**src/tomasulo_pkg.sv**
```systemverilog
/*
  tomasulo shared definitions
  opcode codes, field types and reorder buffer sizing for the core
*/
package tomasulo_pkg;

  // instruction word is func, rs1, rs2, rd with 4 bits each
  typedef logic [3:0] func_t;
  typedef logic [3:0] reg_idx_t;

  // register and result value, wraps at 8 bits
  typedef logic [7:0] data_t;

  // reorder buffer index doubles as the rename tag
  typedef logic [2:0] tag_t;

  // supported function codes
  localparam func_t op_add = 4'b0000;
  localparam func_t op_sub = 4'b0001;
  localparam func_t op_mul = 4'b0010;

  // other codes like div, load, store, beq, bneq are dropped at issue

  localparam int rob_depth = 8;

  // 16 architectural registers
  localparam int num_regs = 16;

endpackage
```
**src/tomasulo_ifs.sv**
```systemverilog
/*
  interfaces between issue, execute, arbiter and reorder buffer
*/

// issue to one reservation station
interface dispatch_if;
  logic                valid;
  tomasulo_pkg::func_t func;
  tomasulo_pkg::tag_t  tag;
  tomasulo_pkg::data_t vj;
  tomasulo_pkg::tag_t  qj;
  logic                qj_valid;
  tomasulo_pkg::data_t vk;
  tomasulo_pkg::tag_t  qk;
  logic                qk_valid;
  logic                full;

  modport source (output valid, func, tag, vj, qj, qj_valid, vk, qk, qk_valid, input full);
  modport sink (input valid, func, tag, vj, qj, qj_valid, vk, qk, qk_valid, output full);
endinterface

// finished result from a functional unit
interface result_if;
  logic                valid;
  tomasulo_pkg::tag_t  tag;
  tomasulo_pkg::data_t data;
  logic                stall;

  modport unit (output valid, tag, data, input stall);
  modport arbiter (input valid, tag, data, output stall);
endinterface

// allocation and operand lookup
interface rob_if;
  logic                   alloc;
  tomasulo_pkg::reg_idx_t alloc_rd;
  tomasulo_pkg::tag_t     qj_tag;
  tomasulo_pkg::tag_t     qk_tag;
  tomasulo_pkg::tag_t     tail_tag;
  logic                   full;
  logic                   j_ready;
  tomasulo_pkg::data_t    j_data;
  logic                   k_ready;
  tomasulo_pkg::data_t    k_data;

  modport issue (output alloc, alloc_rd, qj_tag, qk_tag,
                 input tail_tag, full, j_ready, j_data, k_ready, k_data);
  modport rob (input alloc, alloc_rd, qj_tag, qk_tag,
               output tail_tag, full, j_ready, j_data, k_ready, k_data);
endinterface

// in-order retirement back to the register file
interface commit_if;
  logic                   valid;
  tomasulo_pkg::tag_t     tag;
  tomasulo_pkg::reg_idx_t rd;
  tomasulo_pkg::data_t    data;

  modport source (output valid, tag, rd, data);
  modport sink (input valid, tag, rd, data);
endinterface

```
**src/tomasulo.sv**
```systemverilog
/*
  tomasulo core top
  issue, add and mul units, bus arbiter and reorder buffer
*/
module tomasulo #(
  parameter int ADD_RS_DEPTH = 3,
  parameter int MUL_RS_DEPTH = 3,
  parameter int MUL_LATENCY  = 3
) (
  input  logic                   clk1,
  input  logic                   reset,
  input  logic [15:0]            inst,
  input  logic                   inst_valid,
  output logic                   issue_ready,
  output logic                   commit_valid,
  output tomasulo_pkg::reg_idx_t commit_rd,
  output tomasulo_pkg::data_t    commit_data
);

  // common data bus
  logic                cdb_valid;
  tomasulo_pkg::tag_t  cdb_tag;
  tomasulo_pkg::data_t cdb_data;

  dispatch_if add_disp ();
  dispatch_if mul_disp ();
  result_if   add_res ();
  result_if   mul_res ();
  rob_if      rob_bus ();
  commit_if   commit_bus ();

  issue_unit u_issue_unit (
    .clk1        (clk1),
    .reset       (reset),
    .inst        (inst),
    .inst_valid  (inst_valid),
    .cdb_valid   (cdb_valid),
    .cdb_tag     (cdb_tag),
    .cdb_data    (cdb_data),
    .issue_ready (issue_ready),
    .add_disp    (add_disp.source),
    .mul_disp    (mul_disp.source),
    .rob_port    (rob_bus.issue),
    .commit_in   (commit_bus.sink)
  );

  // single cycle add/sub
  execute_unit #(.RS_DEPTH(ADD_RS_DEPTH), .LATENCY(1)) u_add_unit (
    .clk1      (clk1),
    .reset     (reset),
    .cdb_valid (cdb_valid),
    .cdb_tag   (cdb_tag),
    .cdb_data  (cdb_data),
    .disp      (add_disp.sink),
    .res       (add_res.unit)
  );

  execute_unit #(.RS_DEPTH(MUL_RS_DEPTH), .LATENCY(MUL_LATENCY)) u_mul_unit (
    .clk1      (clk1),
    .reset     (reset),
    .cdb_valid (cdb_valid),
    .cdb_tag   (cdb_tag),
    .cdb_data  (cdb_data),
    .disp      (mul_disp.sink),
    .res       (mul_res.unit)
  );

  cdb_arbiter u_cdb_arbiter (
    .clk1      (clk1),
    .reset     (reset),
    .cdb_valid (cdb_valid),
    .cdb_tag   (cdb_tag),
    .cdb_data  (cdb_data),
    .add_res   (add_res.arbiter),
    .mul_res   (mul_res.arbiter)
  );

  rob u_rob (
    .clk1       (clk1),
    .reset      (reset),
    .cdb_valid  (cdb_valid),
    .cdb_tag    (cdb_tag),
    .cdb_data   (cdb_data),
    .rob_port   (rob_bus.rob),
    .commit_out (commit_bus.source)
  );

  // retirement is visible at the pins
  assign commit_valid = commit_bus.valid;
  assign commit_rd    = commit_bus.rd;
  assign commit_data  = commit_bus.data;

endmodule

```
**src/rob.sv**
```systemverilog
/*
  reorder buffer
  circular buffer of results, retired in program order
*/
module rob (
  input  logic                clk1,
  input  logic                reset,
  input  logic                cdb_valid,
  input  tomasulo_pkg::tag_t  cdb_tag,
  input  tomasulo_pkg::data_t cdb_data,
  rob_if.rob                  rob_port,
  commit_if.source            commit_out
);

  localparam int CNT_W = $clog2(tomasulo_pkg::rob_depth) + 1;

  tomasulo_pkg::reg_idx_t ent_rd  [tomasulo_pkg::rob_depth];
  tomasulo_pkg::data_t    ent_val [tomasulo_pkg::rob_depth];
  logic [tomasulo_pkg::rob_depth-1:0] ent_done;

  tomasulo_pkg::tag_t head;
  tomasulo_pkg::tag_t tail;
  logic [CNT_W-1:0]   count;
  logic               do_commit;

  assign rob_port.tail_tag = tail;
  assign rob_port.full     = (count == CNT_W'(tomasulo_pkg::rob_depth));

  // operand lookups, caller only asks for live entries
  assign rob_port.j_ready = ent_done[rob_port.qj_tag];
  assign rob_port.j_data  = ent_val[rob_port.qj_tag];
  assign rob_port.k_ready = ent_done[rob_port.qk_tag];
  assign rob_port.k_data  = ent_val[rob_port.qk_tag];

  // head retires once its value is in
  assign do_commit       = (count != '0) && ent_done[head];
  assign commit_out.valid = do_commit;
  assign commit_out.tag   = head;
  assign commit_out.rd    = ent_rd[head];
  assign commit_out.data  = ent_val[head];

  always_ff @(posedge clk1)
  begin
    if (reset)
    begin
      head     <= '0;
      tail     <= '0;
      count    <= '0;
      ent_done <= '0;
    end
    else
    begin
      // bus tag always names a live entry, never the tail slot
      if (cdb_valid)
      begin
        ent_done[cdb_tag] <= 1'b1;
        ent_val[cdb_tag]  <= cdb_data;
      end
      if (do_commit)
      begin
        ent_done[head] <= 1'b0;
        head           <= head + 1'b1;
      end
      if (rob_port.alloc)
      begin
        ent_rd[tail]   <= rob_port.alloc_rd;
        ent_done[tail] <= 1'b0;
        tail           <= tail + 1'b1;
      end
      // occupancy tracks alloc minus retire
      case ({rob_port.alloc, do_commit})
        2'b10:   count <= count + 1'b1;
        2'b01:   count <= count - 1'b1;
        default: count <= count;
      endcase
    end
  end

endmodule

```
**src/cdb_arbiter.sv**
```systemverilog
/*
  common data bus arbiter
  one result per cycle, alternating priority on conflict
*/
module cdb_arbiter (
  input  logic                clk1,
  input  logic                reset,
  output logic                cdb_valid,
  output tomasulo_pkg::tag_t  cdb_tag,
  output tomasulo_pkg::data_t cdb_data,
  result_if.arbiter           add_res,
  result_if.arbiter           mul_res
);

  logic prio_mul;
  logic both;
  logic grant_mul;

  assign both      = add_res.valid && mul_res.valid;
  // mul wins when alone or when it holds priority
  assign grant_mul = mul_res.valid && (!add_res.valid || prio_mul);

  assign cdb_valid = add_res.valid || mul_res.valid;
  assign cdb_tag   = grant_mul ? mul_res.tag : add_res.tag;
  assign cdb_data  = grant_mul ? mul_res.data : add_res.data;

  // loser holds its result and retries
  assign add_res.stall = both && grant_mul;
  assign mul_res.stall = both && !grant_mul;

  always_ff @(posedge clk1)
  begin
    if (reset)
      prio_mul <= 1'b0;
    else if (both)
      prio_mul <= !prio_mul;
  end

endmodule

```
**src/execute_unit.sv**
```systemverilog
/*
  execute unit
  reservation station snooping the data bus, feeding a pipelined ALU
*/
module execute_unit #(
  parameter int RS_DEPTH = 3,
  parameter int LATENCY  = 1
) (
  input  logic                clk1,
  input  logic                reset,
  input  logic                cdb_valid,
  input  tomasulo_pkg::tag_t  cdb_tag,
  input  tomasulo_pkg::data_t cdb_data,
  dispatch_if.sink            disp,
  result_if.unit              res
);

  localparam int IDX_W = (RS_DEPTH > 1) ? $clog2(RS_DEPTH) : 1;

  // station entries
  logic [RS_DEPTH-1:0] rs_busy;
  logic [RS_DEPTH-1:0] rs_wait_j;
  logic [RS_DEPTH-1:0] rs_wait_k;
  tomasulo_pkg::func_t rs_func [RS_DEPTH];
  tomasulo_pkg::tag_t  rs_tag  [RS_DEPTH];
  tomasulo_pkg::data_t rs_vj   [RS_DEPTH];
  tomasulo_pkg::tag_t  rs_qj   [RS_DEPTH];
  tomasulo_pkg::data_t rs_vk   [RS_DEPTH];
  tomasulo_pkg::tag_t  rs_qk   [RS_DEPTH];

  logic [IDX_W-1:0]    free_idx;
  logic [IDX_W-1:0]    sel_idx;
  logic                sel_found;
  logic                advance;
  tomasulo_pkg::data_t alu_out;

  // result pipeline
  logic [LATENCY-1:0]  pipe_valid;
  tomasulo_pkg::tag_t  pipe_tag  [LATENCY];
  tomasulo_pkg::data_t pipe_data [LATENCY];

  assign disp.full = &rs_busy;
  // whole pipe freezes while the arbiter holds us off
  assign advance   = !res.stall;

  // lowest free slot, scanned downward so index 0 wins
  always_comb
  begin
    free_idx = '0;
    for (int i = RS_DEPTH - 1; i >= 0; i--)
      if (!rs_busy[i])
        free_idx = IDX_W'(i);
  end

  // lowest ready entry
  always_comb
  begin
    sel_found = 1'b0;
    sel_idx   = '0;
    for (int i = RS_DEPTH - 1; i >= 0; i--)
    begin
      if (rs_busy[i] && !rs_wait_j[i] && !rs_wait_k[i])
      begin
        sel_found = 1'b1;
        sel_idx   = IDX_W'(i);
      end
    end
  end

  // 8 bit wraparound arithmetic
  always_comb
  begin
    case (rs_func[sel_idx])
      tomasulo_pkg::op_sub: alu_out = rs_vj[sel_idx] - rs_vk[sel_idx];
      tomasulo_pkg::op_mul: alu_out = rs_vj[sel_idx] * rs_vk[sel_idx];
      default:              alu_out = rs_vj[sel_idx] + rs_vk[sel_idx];
    endcase
  end

  always_ff @(posedge clk1)
  begin
    if (reset)
    begin
      rs_busy   <= '0;
      rs_wait_j <= '0;
      rs_wait_k <= '0;
    end
    else
    begin
      // operand capture off the bus
      for (int i = 0; i < RS_DEPTH; i++)
      begin
        if (cdb_valid && rs_busy[i] && rs_wait_j[i] && (rs_qj[i] == cdb_tag))
        begin
          rs_vj[i]     <= cdb_data;
          rs_wait_j[i] <= 1'b0;
        end
        if (cdb_valid && rs_busy[i] && rs_wait_k[i] && (rs_qk[i] == cdb_tag))
        begin
          rs_vk[i]     <= cdb_data;
          rs_wait_k[i] <= 1'b0;
        end
      end
      if (advance && sel_found)
        rs_busy[sel_idx] <= 1'b0;
      // dispatch only lands in a free slot, never the one just issued
      if (disp.valid)
      begin
        rs_busy[free_idx]   <= 1'b1;
        rs_func[free_idx]   <= disp.func;
        rs_tag[free_idx]    <= disp.tag;
        rs_vj[free_idx]     <= disp.vj;
        rs_qj[free_idx]     <= disp.qj;
        rs_wait_j[free_idx] <= disp.qj_valid;
        rs_vk[free_idx]     <= disp.vk;
        rs_qk[free_idx]     <= disp.qk;
        rs_wait_k[free_idx] <= disp.qk_valid;
      end
    end
  end

  always_ff @(posedge clk1)
  begin
    if (reset)
      pipe_valid <= '0;
    else if (advance)
    begin
      pipe_valid[0] <= sel_found;
      for (int i = 1; i < LATENCY; i++)
        pipe_valid[i] <= pipe_valid[i-1];
    end
  end

  // tag rides along with the value
  always_ff @(posedge clk1)
  begin
    if (advance)
    begin
      pipe_tag[0]  <= rs_tag[sel_idx];
      pipe_data[0] <= alu_out;
      for (int i = 1; i < LATENCY; i++)
      begin
        pipe_tag[i]  <= pipe_tag[i-1];
        pipe_data[i] <= pipe_data[i-1];
      end
    end
  end

  assign res.valid = pipe_valid[LATENCY-1];
  assign res.tag   = pipe_tag[LATENCY-1];
  assign res.data  = pipe_data[LATENCY-1];

endmodule

```
**src/issue_unit.sv**
```systemverilog
/*
  issue unit
  decodes, renames through the register file and dispatches to the stations
*/
module issue_unit (
  input  logic                clk1,
  input  logic                reset,
  input  logic [15:0]         inst,
  input  logic                inst_valid,
  input  logic                cdb_valid,
  input  tomasulo_pkg::tag_t  cdb_tag,
  input  tomasulo_pkg::data_t cdb_data,
  output logic                issue_ready,
  dispatch_if.source          add_disp,
  dispatch_if.source          mul_disp,
  rob_if.issue                rob_port,
  commit_if.sink              commit_in
);

  // register file with rename state
  tomasulo_pkg::data_t reg_val [tomasulo_pkg::num_regs];
  tomasulo_pkg::tag_t  reg_tag [tomasulo_pkg::num_regs];
  logic [tomasulo_pkg::num_regs-1:0] reg_busy;

  tomasulo_pkg::func_t    func;
  tomasulo_pkg::reg_idx_t rs1;
  tomasulo_pkg::reg_idx_t rs2;
  tomasulo_pkg::reg_idx_t rd;
  logic                   is_add;
  logic                   is_mul;
  logic                   accept;
  logic                   running;
  tomasulo_pkg::data_t    vj;
  tomasulo_pkg::data_t    vk;
  logic                   wait_j;
  logic                   wait_k;

  // field split, same order as the instruction format
  assign func = inst[15:12];
  assign rs1  = inst[11:8];
  assign rs2  = inst[7:4];
  assign rd   = inst[3:0];

  assign is_add = (func == tomasulo_pkg::op_add) || (func == tomasulo_pkg::op_sub);
  assign is_mul = (func == tomasulo_pkg::op_mul);

  // held low for the first cycle out of reset
  assign issue_ready = running && !rob_port.full && !add_disp.full && !mul_disp.full;
  assign accept      = inst_valid && issue_ready;

  // lookups for the pending producers
  assign rob_port.qj_tag   = reg_tag[rs1];
  assign rob_port.qk_tag   = reg_tag[rs2];
  assign rob_port.alloc    = accept && (is_add || is_mul);
  assign rob_port.alloc_rd = rd;

  // operand source order: register, rob value, bus, else wait on tag
  always_comb
  begin
    vj     = reg_val[rs1];
    wait_j = 1'b0;
    if (reg_busy[rs1])
    begin
      if (rob_port.j_ready)
        vj = rob_port.j_data;
      else if (cdb_valid && (cdb_tag == reg_tag[rs1]))
        vj = cdb_data;
      else
        wait_j = 1'b1;
    end
    vk     = reg_val[rs2];
    wait_k = 1'b0;
    if (reg_busy[rs2])
    begin
      if (rob_port.k_ready)
        vk = rob_port.k_data;
      else if (cdb_valid && (cdb_tag == reg_tag[rs2]))
        vk = cdb_data;
      else
        wait_k = 1'b1;
    end
  end

  // both stations see the same payload, only valid differs
  assign add_disp.valid    = accept && is_add;
  assign add_disp.func     = func;
  assign add_disp.tag      = rob_port.tail_tag;
  assign add_disp.vj       = vj;
  assign add_disp.qj       = reg_tag[rs1];
  assign add_disp.qj_valid = wait_j;
  assign add_disp.vk       = vk;
  assign add_disp.qk       = reg_tag[rs2];
  assign add_disp.qk_valid = wait_k;

  assign mul_disp.valid    = accept && is_mul;
  assign mul_disp.func     = func;
  assign mul_disp.tag      = rob_port.tail_tag;
  assign mul_disp.vj       = vj;
  assign mul_disp.qj       = reg_tag[rs1];
  assign mul_disp.qj_valid = wait_j;
  assign mul_disp.vk       = vk;
  assign mul_disp.qk       = reg_tag[rs2];
  assign mul_disp.qk_valid = wait_k;

  always_ff @(posedge clk1)
  begin
    if (reset)
    begin
      running  <= 1'b0;
      reg_busy <= '0;
      for (int i = 0; i < tomasulo_pkg::num_regs; i++)
      begin
        reg_val[i] <= tomasulo_pkg::data_t'(i);
        reg_tag[i] <= '0;
      end
    end
    else
    begin
      running <= 1'b1;
      // retire first so a same-cycle rename of rd keeps its pending mark
      if (commit_in.valid)
      begin
        reg_val[commit_in.rd] <= commit_in.data;
        if (reg_tag[commit_in.rd] == commit_in.tag)
          reg_busy[commit_in.rd] <= 1'b0;
      end
      if (rob_port.alloc)
      begin
        reg_busy[rd] <= 1'b1;
        reg_tag[rd]  <= rob_port.tail_tag;
      end
    end
  end

endmodule

```
**config.mk**
```make
export PLATFORM = sky130hd
export DESIGN_NAME = tomasulo
export DESIGN_NICKNAME = d
export VERILOG_FILES = /design/src/tomasulo_pkg.sv /design/src/tomasulo_ifs.sv /design/src/tomasulo.sv /design/src/rob.sv /design/src/cdb_arbiter.sv /design/src/execute_unit.sv /design/src/issue_unit.sv
export SDC_FILE = /design/constraint.sdc
export NUM_CORES = 1
export LEC_CHECK = 0
export BUFFER_PORTS_ARGS = -buffer_cell sky130_fd_sc_hd__buf_2
export CAP_MARGIN = 0
export CORE_UTILIZATION = 45
export CTS_CLUSTER_DIAMETER = 80
export DETAILED_ROUTE_END_ITERATION = 10
export PLACE_DENSITY = 0.68
export RECOVER_POWER = 25
export SLEW_MARGIN = 20
export SYNTH_ARGS = -nofsm -noshare
export SYNTH_HDL_FRONTEND = slang
export SYNTH_SLANG_ARGS = --single-unit
```
**constraint.sdc**
```tcl
create_clock -name clk1 -period 17.2 [get_ports clk1]
set_clock_uncertainty 0.2 [all_clocks]
set_input_delay 2.58 -clock clk1 [delete_from_list [all_inputs] [get_ports clk1]]
set_output_delay 2.58 -clock clk1 [all_outputs]
set_load 0.01 [all_outputs]
```
==> results.json, run 1 <==
{
  "status": "complete, but fails checks",
  "violations": "capacitance limit, slew limit",
  "cts.sinks": 551,
  "synth_cell_types": 74,
  "start_util": 0.4573,
  "post-route-min-period_ns": 7.936,
  "io_buffers": 32,
  "synth_xor_area_frac": 0.03352,
  "setup_ws_ns": 9.264,
  "die_y_um": 258.7,
  "synth-async-reset-ratio": 0,
  "r2r-start": "u_mul_unit.rs_busy[0]",
  "ys_seq_area_frac": 0.5376,
  "cts_tree": "done",
  "post_cts_resized": 0,
  "htree_levels": 2,
  "io_pins": 33,
  "synth-simple-area-share": 0.1101,
  "root_buffer": "clkbuf_16",
  "grt_pass1_vias": 20154,
  "hold_viol": 0,
  "synthMuxAreaShare": 0.1678,
  "dr.pass1.iters": 8,
  "max-slew-margin-rel": -0.9586,
  "cpPeakStageDelay_ns": 2.06,
  "area_delta_synth_final_pct": 10.42,
  "synth_top_family_by_area": "multiplexers",
  "vias": 19980,
  "antenna_found_initial": 0,
  "p_leak_uw": 0.01138,
  "synth_warnings": 0,
  "synth_area_sq_mm": 0.02964,
  "synth_edf_count": 490,
  "worstSetupEndpointType": "flop",
  "grt_pass1_wl_um": 119700,
  "synth-seq-cells": 551,
  "dp_hpwl_um": 55050,
  "cp_slowest_cell": "clkbuf_1",
  "hold_class": "flop to flop",
  "viasPerCell": 6.174,
  "grt-ovfl-total": 0,
  "antennaDiodeCount": 0,
  "synthAdderAreaFrac": 0.04044,
  "rows": 93,
  "crit_start": "reset",
  "die_area_sq_mm": 0.06690,
  "nFillCells": 5439,
  "cts_buffers": 55,
  "place_congestion": 0.8919,
  "final_common_cell": "edfxtp_1",
  "wl_per_cell_um": 24.15,
  "drive_gt1_frac": 0.1764,
  "worst_slew_pin_slew_ns": 2.938,
  "post_cts_buffers": 0,
  "synth-compound-area-share": 0.07847,
  "setup_tns_ns": 0,
  "syn_avg_cell_area_sq_um": 12.80,
  "synth.area.top_cells": "edfxtp_1, mux4_2, dfxtp_1",
  "grt_use_total": 0.2342,
  "yosys.area.top_type": "edfxtp_1",
  "worst_ep_arrival_time_ns": 7.94,
  "worstPathRequired_ns": 17.20,
  "setup_viol": 0,
  "grt_max_degree": 61,
  "nNetsFinal": 2433,
  "synthesis.nets": 2414,
  "drt_wl_total_um": 78140,
  "start_kind": "primary input",
  "path_class": "primary input to flop",
  "crit_fanout": 58,
  "final.period_utilization": 0.4614,
  "layout_common_cells": "edfxtp_1, nor2_1, nand2_1",
  "final_cell_count_no_fill": 3236,
  "fp.coreArea_sq_mm": 0.06481,
  "synthFlopType": "edfxtp_1",
  "synth.top_cell.area_share": 0.4964,
  "dpl_worst_slack_ns": 9.827,
  "ir_drop_mv": 0.07902,
  "drc_errors": 0,
  "cap_violations": 4,
  "slew_violations": 135,
  "grt_setup_unrepaired": "false",
  "clk_latency_ns": 0.63,
  "powerDensity_mw_per_mm2": 90.31,
  "holdBufCountCts": 0,
  "clockBufferDepth": 3,
  "ant_nets": 0,
  "max_freq_mhz": 126.0,
  "netlist_instances": 2315,
  "min-delay-start": "u_mul_unit.pipe_tag[0][2]",
  "crit_chain": "buf_2 > clkbuf_1 > clkinv_1 > nand2b_1 > inv_1",
  "clkTransAtPathRegs_ns": 0.06,
  "drt_first_iter_violations": 2030,
  "die_w_um": 258.7,
  "dp_cells": 3132,
  "hold_path_depth": 0,
  "reg2regPathDepth": 19
}
-- critical path: cells and delay by family --
family                 cells  cell delay [ns]
buffers and inverters      4             4.13
AND/OR/NAND/NOR            1             1.19
-- cell usage after synthesis (25+ instances only) --
cell / count
mux4_2: 174
mux2i_1: 72
nand2_1: 183
edfxtp_1: 490
ha_1: 55
o21ai_0: 103
dfxtp_1: 61
xnor2_1: 88
nand3_1: 34
inv_1: 103
and2_1: 50
nor2_1: 255
nor3_1: 31
nor2b_1: 25
buf_2: 25
clkbuf_1: 89
a21oi_1: 76
o21ai_1: 54
fa_1: 25
-- sequential cells by signal, summed over array words and instances, names as in the netlist, 4 cells and up, named ones only --
signal / cells
u_issue_unit.reg_val: 128
u_rob.ent_val: 64
u_issue_unit.reg_tag: 48
u_rob.ent_rd: 32
u_add_unit.rs_vj: 24
u_add_unit.rs_vk: 24
u_mul_unit.pipe_data: 24
u_mul_unit.rs_vj: 24
u_mul_unit.rs_vk: 24
u_issue_unit.reg_busy: 16
u_add_unit.rs_func: 12
u_mul_unit.rs_func: 12
u_add_unit.rs_qj: 9
u_add_unit.rs_qk: 9
u_add_unit.rs_tag: 9
u_mul_unit.pipe_tag: 9
u_mul_unit.rs_qj: 9
u_mul_unit.rs_qk: 9
u_mul_unit.rs_tag: 9
u_add_unit.pipe_data: 8
u_rob.ent_done: 8
u_rob.count: 4
-- power by group --
| part | switching [uW] | internal (uW) |
|---|---|---|
| logic | 116 | 78.5 |
| clock network | 536 | 746 |
| registers | 10.5 | 1470 |
-- final timing paths --
path / slack [ns] / endpoint
worst max register to register: 10.22 / u_mul_unit.pipe_data[0][7]
worst max-delay path: 9.26 / u_add_unit.rs_qk[1][1]
worst min register to register: 0.22 / u_mul_unit.pipe_tag[0][5]
worst min-delay path: 0.22 / u_mul_unit.pipe_tag[0][5]
-- stage by stage --
| stage | power (uW) | cell area [sq um] | hold slack [ns] | utilization |
|---|---|---|---|---|
| finish | 2956 | 32730 | 0.2196 | 0.5050 |
| global route | 3026 | 32730 | 0.2223 | 0.5050 |
| CTS | 2964 | 32760 | 0.2197 | 0.5055 |
| global placement | 1694 | 30810 | 0.2010 | 0.4754 |
| floorplan | 1642 | 29640 | 0.2003 | - |
| detailed placement | 1700 | 30810 | 0.2059 | 0.4754 |
-- metal layers --
layer  global-route usage  part of all wire  up-vias
li1                     -                 -     8787
met1               0.3032              0.39    10018
met2               0.3990              0.49      990
met3              0.03511             0.079      185
met4              0.08563             0.034        0
met5                    0                 0        -
-- cell type report --
class / instances / area (sq um) / area share
multi-input cells: 1530 / 12810 / 0.3915
clock buffers: 67 / 1501 / 0.04587
clock inverters: 37 / 445.4 / 0.01361
flip-flops and latches: 551 / 15940 / 0.4869
repair buffers: 91 / 568.0 / 0.01736
inverters: 105 / 394.1 / 0.01204
well taps: 855 / 1070 / 0.03268
-- cell families after synthesis --
kind of cell             count (synthesis)
adder cells (fa/ha/maj)                 81
buffers and inverters                  234
AO/OA/AOI/OAI                          378
XOR/XNOR                               111
multiplexers                           272
AND/OR/NAND/NOR                        688
flip-flops                             551
Power figures use the tool's default switching activity.
==> run 2: changes to the inputs <==
--- a/config.mk
+++ b/config.mk
@@ -5,12 +5,13 @@
 export SDC_FILE = /design/constraint.sdc
 export NUM_CORES = 1
 export LEC_CHECK = 0
+export ABC_AREA = 1
 export BUFFER_PORTS_ARGS = -buffer_cell sky130_fd_sc_hd__buf_2
 export CAP_MARGIN = 0
 export CORE_UTILIZATION = 45
 export CTS_CLUSTER_DIAMETER = 80
 export DETAILED_ROUTE_END_ITERATION = 10
-export PLACE_DENSITY = 0.68
+export PLACE_DENSITY = 0.7
 export RECOVER_POWER = 25
 export SLEW_MARGIN = 20
 export SYNTH_ARGS = -nofsm -noshare
==> constraint.sdc (replaced) <==
create_clock -name clk1 -period 6.7 [get_ports clk1]
set_clock_uncertainty 0.2 [all_clocks]
set_input_delay 1.005 -clock clk1 [delete_from_list [all_inputs] [get_ports clk1]]
set_output_delay 1.005 -clock clk1 [all_outputs]
set_load 0.01 [all_outputs]
==> results.json, run 2 <==
{
  "r2r-start": "u_add_unit.rs_busy[1]",
  "p_leak_uw": 0.01476,
  "fin_util": 0.4922,
  "hold_class": "flop to flop",
  "ant_nets": 0,
  "die_y_um": 271.6,
  "post_cts_resized": 0,
  "io_buffers": 32,
  "slew_violations": 256,
  "final_common_cell": "nand2_1",
  "synth-compound-area-share": 0.1106,
  "syn_avg_cell_area_sq_um": 8.163,
  "nNetsFinal": 4052,
  "synth.top_cell.area_share": 0.4517,
  "post_cts_buffers": 0,
  "antennaDiodeCount": 0,
  "reg2regPathDepth": 29,
  "p_comb_frac": 0.097,
  "dp_hpwl_um": 69390,
  "root_buffer": "clkbuf_16",
  "max_freq_mhz": 159.8,
  "layout_common_cells": "nand2_1, edfxtp_1, inv_1",
  "wl_per_cell_um": 20.35,
  "htree_levels": 2,
  "cts_tree": "done",
  "grt-ovfl-total": 0,
  "powerDensity_mw_per_mm2": 224.4,
  "area_delta_synth_final_pct": 7.937,
  "final_cell_count_no_fill": 4951,
  "setup_viol": 0,
  "p_int_uw": 5893,
  "top_register": "u_issue_unit.reg_val",
  "synth_warnings": 0,
  "grt_setup_unrepaired": "false",
  "synthMuxAreaShare": 0.0009180,
  "clkTransAtPathRegs_ns": 0.06,
  "fp.coreArea_sq_mm": 0.07173,
  "max-slew-margin-rel": -1.532,
  "min-delay-start": "u_mul_unit.pipe_tag[0][4]",
  "ff2ff_setup_slack_ns": 0.65,
  "grt_pass1_vias": 26079,
  "ir_drop_mv": 0.2107,
  "r2r_end": "u_add_unit.pipe_data[0][7]",
  "ys_seq_area_frac": 0.4890,
  "cts_buffers": 60,
  "hold_path_depth": 0,
  "place_congestion": 0.9436,
  "synth_top_family_by_area": "simple AND/OR/NAND/NOR gates",
  "synth_area_sq_mm": 0.03271,
  "synth-seq-cells": 553,
  "synth-async-reset-ratio": 0,
  "yosys.area.top_type": "edfxtp_1",
  "grt_use_total": 0.2691,
  "worst_slew_pin_slew_ns": 3.799,
  "path_class": "primary input to flop",
  "drt_first_iter_violations": 3511,
  "dr.pass1.iters": 7,
  "yosysMostFrequentCell": "nand2_1",
  "hold_end": "u_mul_unit.pipe_tag[0][7]",
  "io_pins": 33,
  "setup_tns_ns": 0,
  "swShare": 0.2563,
  "synthTopCellsByCount": "nand2_1, edfxtp_1, inv_1",
  "final.period_utilization": 0.9342,
  "violations": "capacitance limit, slew limit",
  "synth_xor_area_frac": 0.01205,
  "worstSetupEndpointType": "flop",
  "synth_edf_count": 492,
  "clk_latency_ns": 0.66,
  "crit_fanout": 73,
  "worst_ep_arrival_time_ns": 6.44,
  "netlist_instances": 4007,
  "die_w_um": 271.6,
  "die_area_sq_mm": 0.07377,
  "start_kind": "primary input",
  "drive_gt1_frac": 0.06398,
  "synthAdderAreaFrac": 0.03634,
  "synth-simple-area-share": 0.2688,
  "seq_power_share": 0.480,
  "drc_errors": 0,
  "grt_max_degree": 116,
  "p_sw_uw": 2031,
  "worstPathRequired_ns": 6.88,
  "clkPwrFrac": 0.423,
  "drt_wl_total_um": 100800,
  "synth.area.top_cells": "edfxtp_1, nand2_1, nand3_1",
  "dp_cells": 4840,
  "synthFlopType": "edfxtp_1",
  "viasPerCell": 5.692,
  "power_uw": 7924,
  "post-route-min-period_ns": 6.259,
  "vias": 28183,
  "largest_reg_flops": 128,
  "start_util": 0.4560,
  "cts.sinks": 553,
  "antenna_found_initial": 2,
  "synth_cell_types": 52,
  "hold_viol": 0,
  "holdBufCountCts": 0,
  "rows": 98,
  "clockBufferDepth": 3,
  "grt_pass1_wl_um": 153300,
  "status": "complete, but fails checks",
  "reg.largest.list": "u_issue_unit.reg_val x128, u_rob.ent_val x64, u_issue_unit.reg_tag x48",
  "cap_violations": 6
}
==> run 2: cell count changes after synthesis, sizes merged, moves of 51 or more <==
cell,previous run,this run
a21oi,76,214
and2,51,0
buf,40,114
inv,103,432
mux2i,75,3
mux4,175,0
nand2,184,1174
nand3,35,385
nor2,255,376
o211ai,1,72
o21ai,157,300
xnor2,89,15
==> run 2: cells by family after synthesis <==
| logic type | count (synthesis) |
|---|---|
| AOI/OAI and AO/OA | 645 |
| and+or+nand+nor | 2047 |
| xor gates and xnor gates | 45 |
| other | 1 |
| adders and majority gates | 80 |
| DFF | 553 |
| muxes | 3 |
| buffers and inverters | 633 |
==> run 2: how the worst max path moves through the flow <==
stage,from,to,cells past startpoint
finish,inst[9],u_add_unit.rs_vj[1][4],17
global route,inst[9],u_add_unit.rs_vj[1][4],17
CTS,u_add_unit.rs_busy[1],u_add_unit.pipe_data[0][7],29
detailed placement,u_add_unit.rs_busy[1],u_add_unit.pipe_data[0][7],31
global placement,u_add_unit.rs_busy[1],u_add_unit.pipe_data[0][7],31
floorplan,u_add_unit.rs_busy[0],u_add_unit.pipe_data[0][7],30
==> run 2: power by group through the flow <==
stage | Combinational [uW] | Sequential [uW] | Clock, uW
5_1_grt | 820 | 3810 | 3500
2_1_floorplan | 495 | 3870 | 0
3_5_place_dp | 737 | 3880 | 0
6_report | 765 | 3800 | 3360
4_1_cts | 739 | 3800 | 3380
3_3_place_gp | 729 | 3870 | 0
==> run 2: layout make-up <==
cell class	count	area (sq um)
multi-input cells	2822	14040
fillers	6754	36420
clock inverters	40	385.4
well taps	950	1189
clock buffers	70	1590
flip-flops and latches	553	16000
inverters	440	1655
repair buffers	76	452.9
==> run 2: critical path, cell delays in order <==
cell	delay, ns
buf_2	0.09
clkbuf_1	2.63
o211ai_1	0.37
nand3_1	0.28
nand3_2	0.08
buf_4	0.27
nand2_2	0.11
buf_4	0.33
nand2_1	0.10
nand3_1	0.09
o21ai_0	0.13
nand2_1	0.15
nand2_1	0.12
nand2_1	0.12
nand3_2	0.25
nand3_1	0.19
nand2_1	0.09
==> run 2: per-layer routing <==
metal	vias up	wire length, um	global-route usage	part of all wire
met2	1464	46160	0.4301	0.46
met5	-	95	0.007060	0.00094
met4	6	3897	0.1067	0.039
li1	13312	-	-	-
met3	234	10550	0.05307	0.10
met1	13167	40070	0.3579	0.40
==> run 2: stage by stage <==
step	instance area [sq um]	setup WS [ns]	hold slack (ns)
after floorplan	32710	1.527	0.2003
after global placement	33390	0.7566	0.2007
after detailed placement	33390	0.7263	0.2045
after CTS	35360	0.7227	0.2116
after global routing	35310	0.1895	0.2234
final	35310	0.4409	0.2130
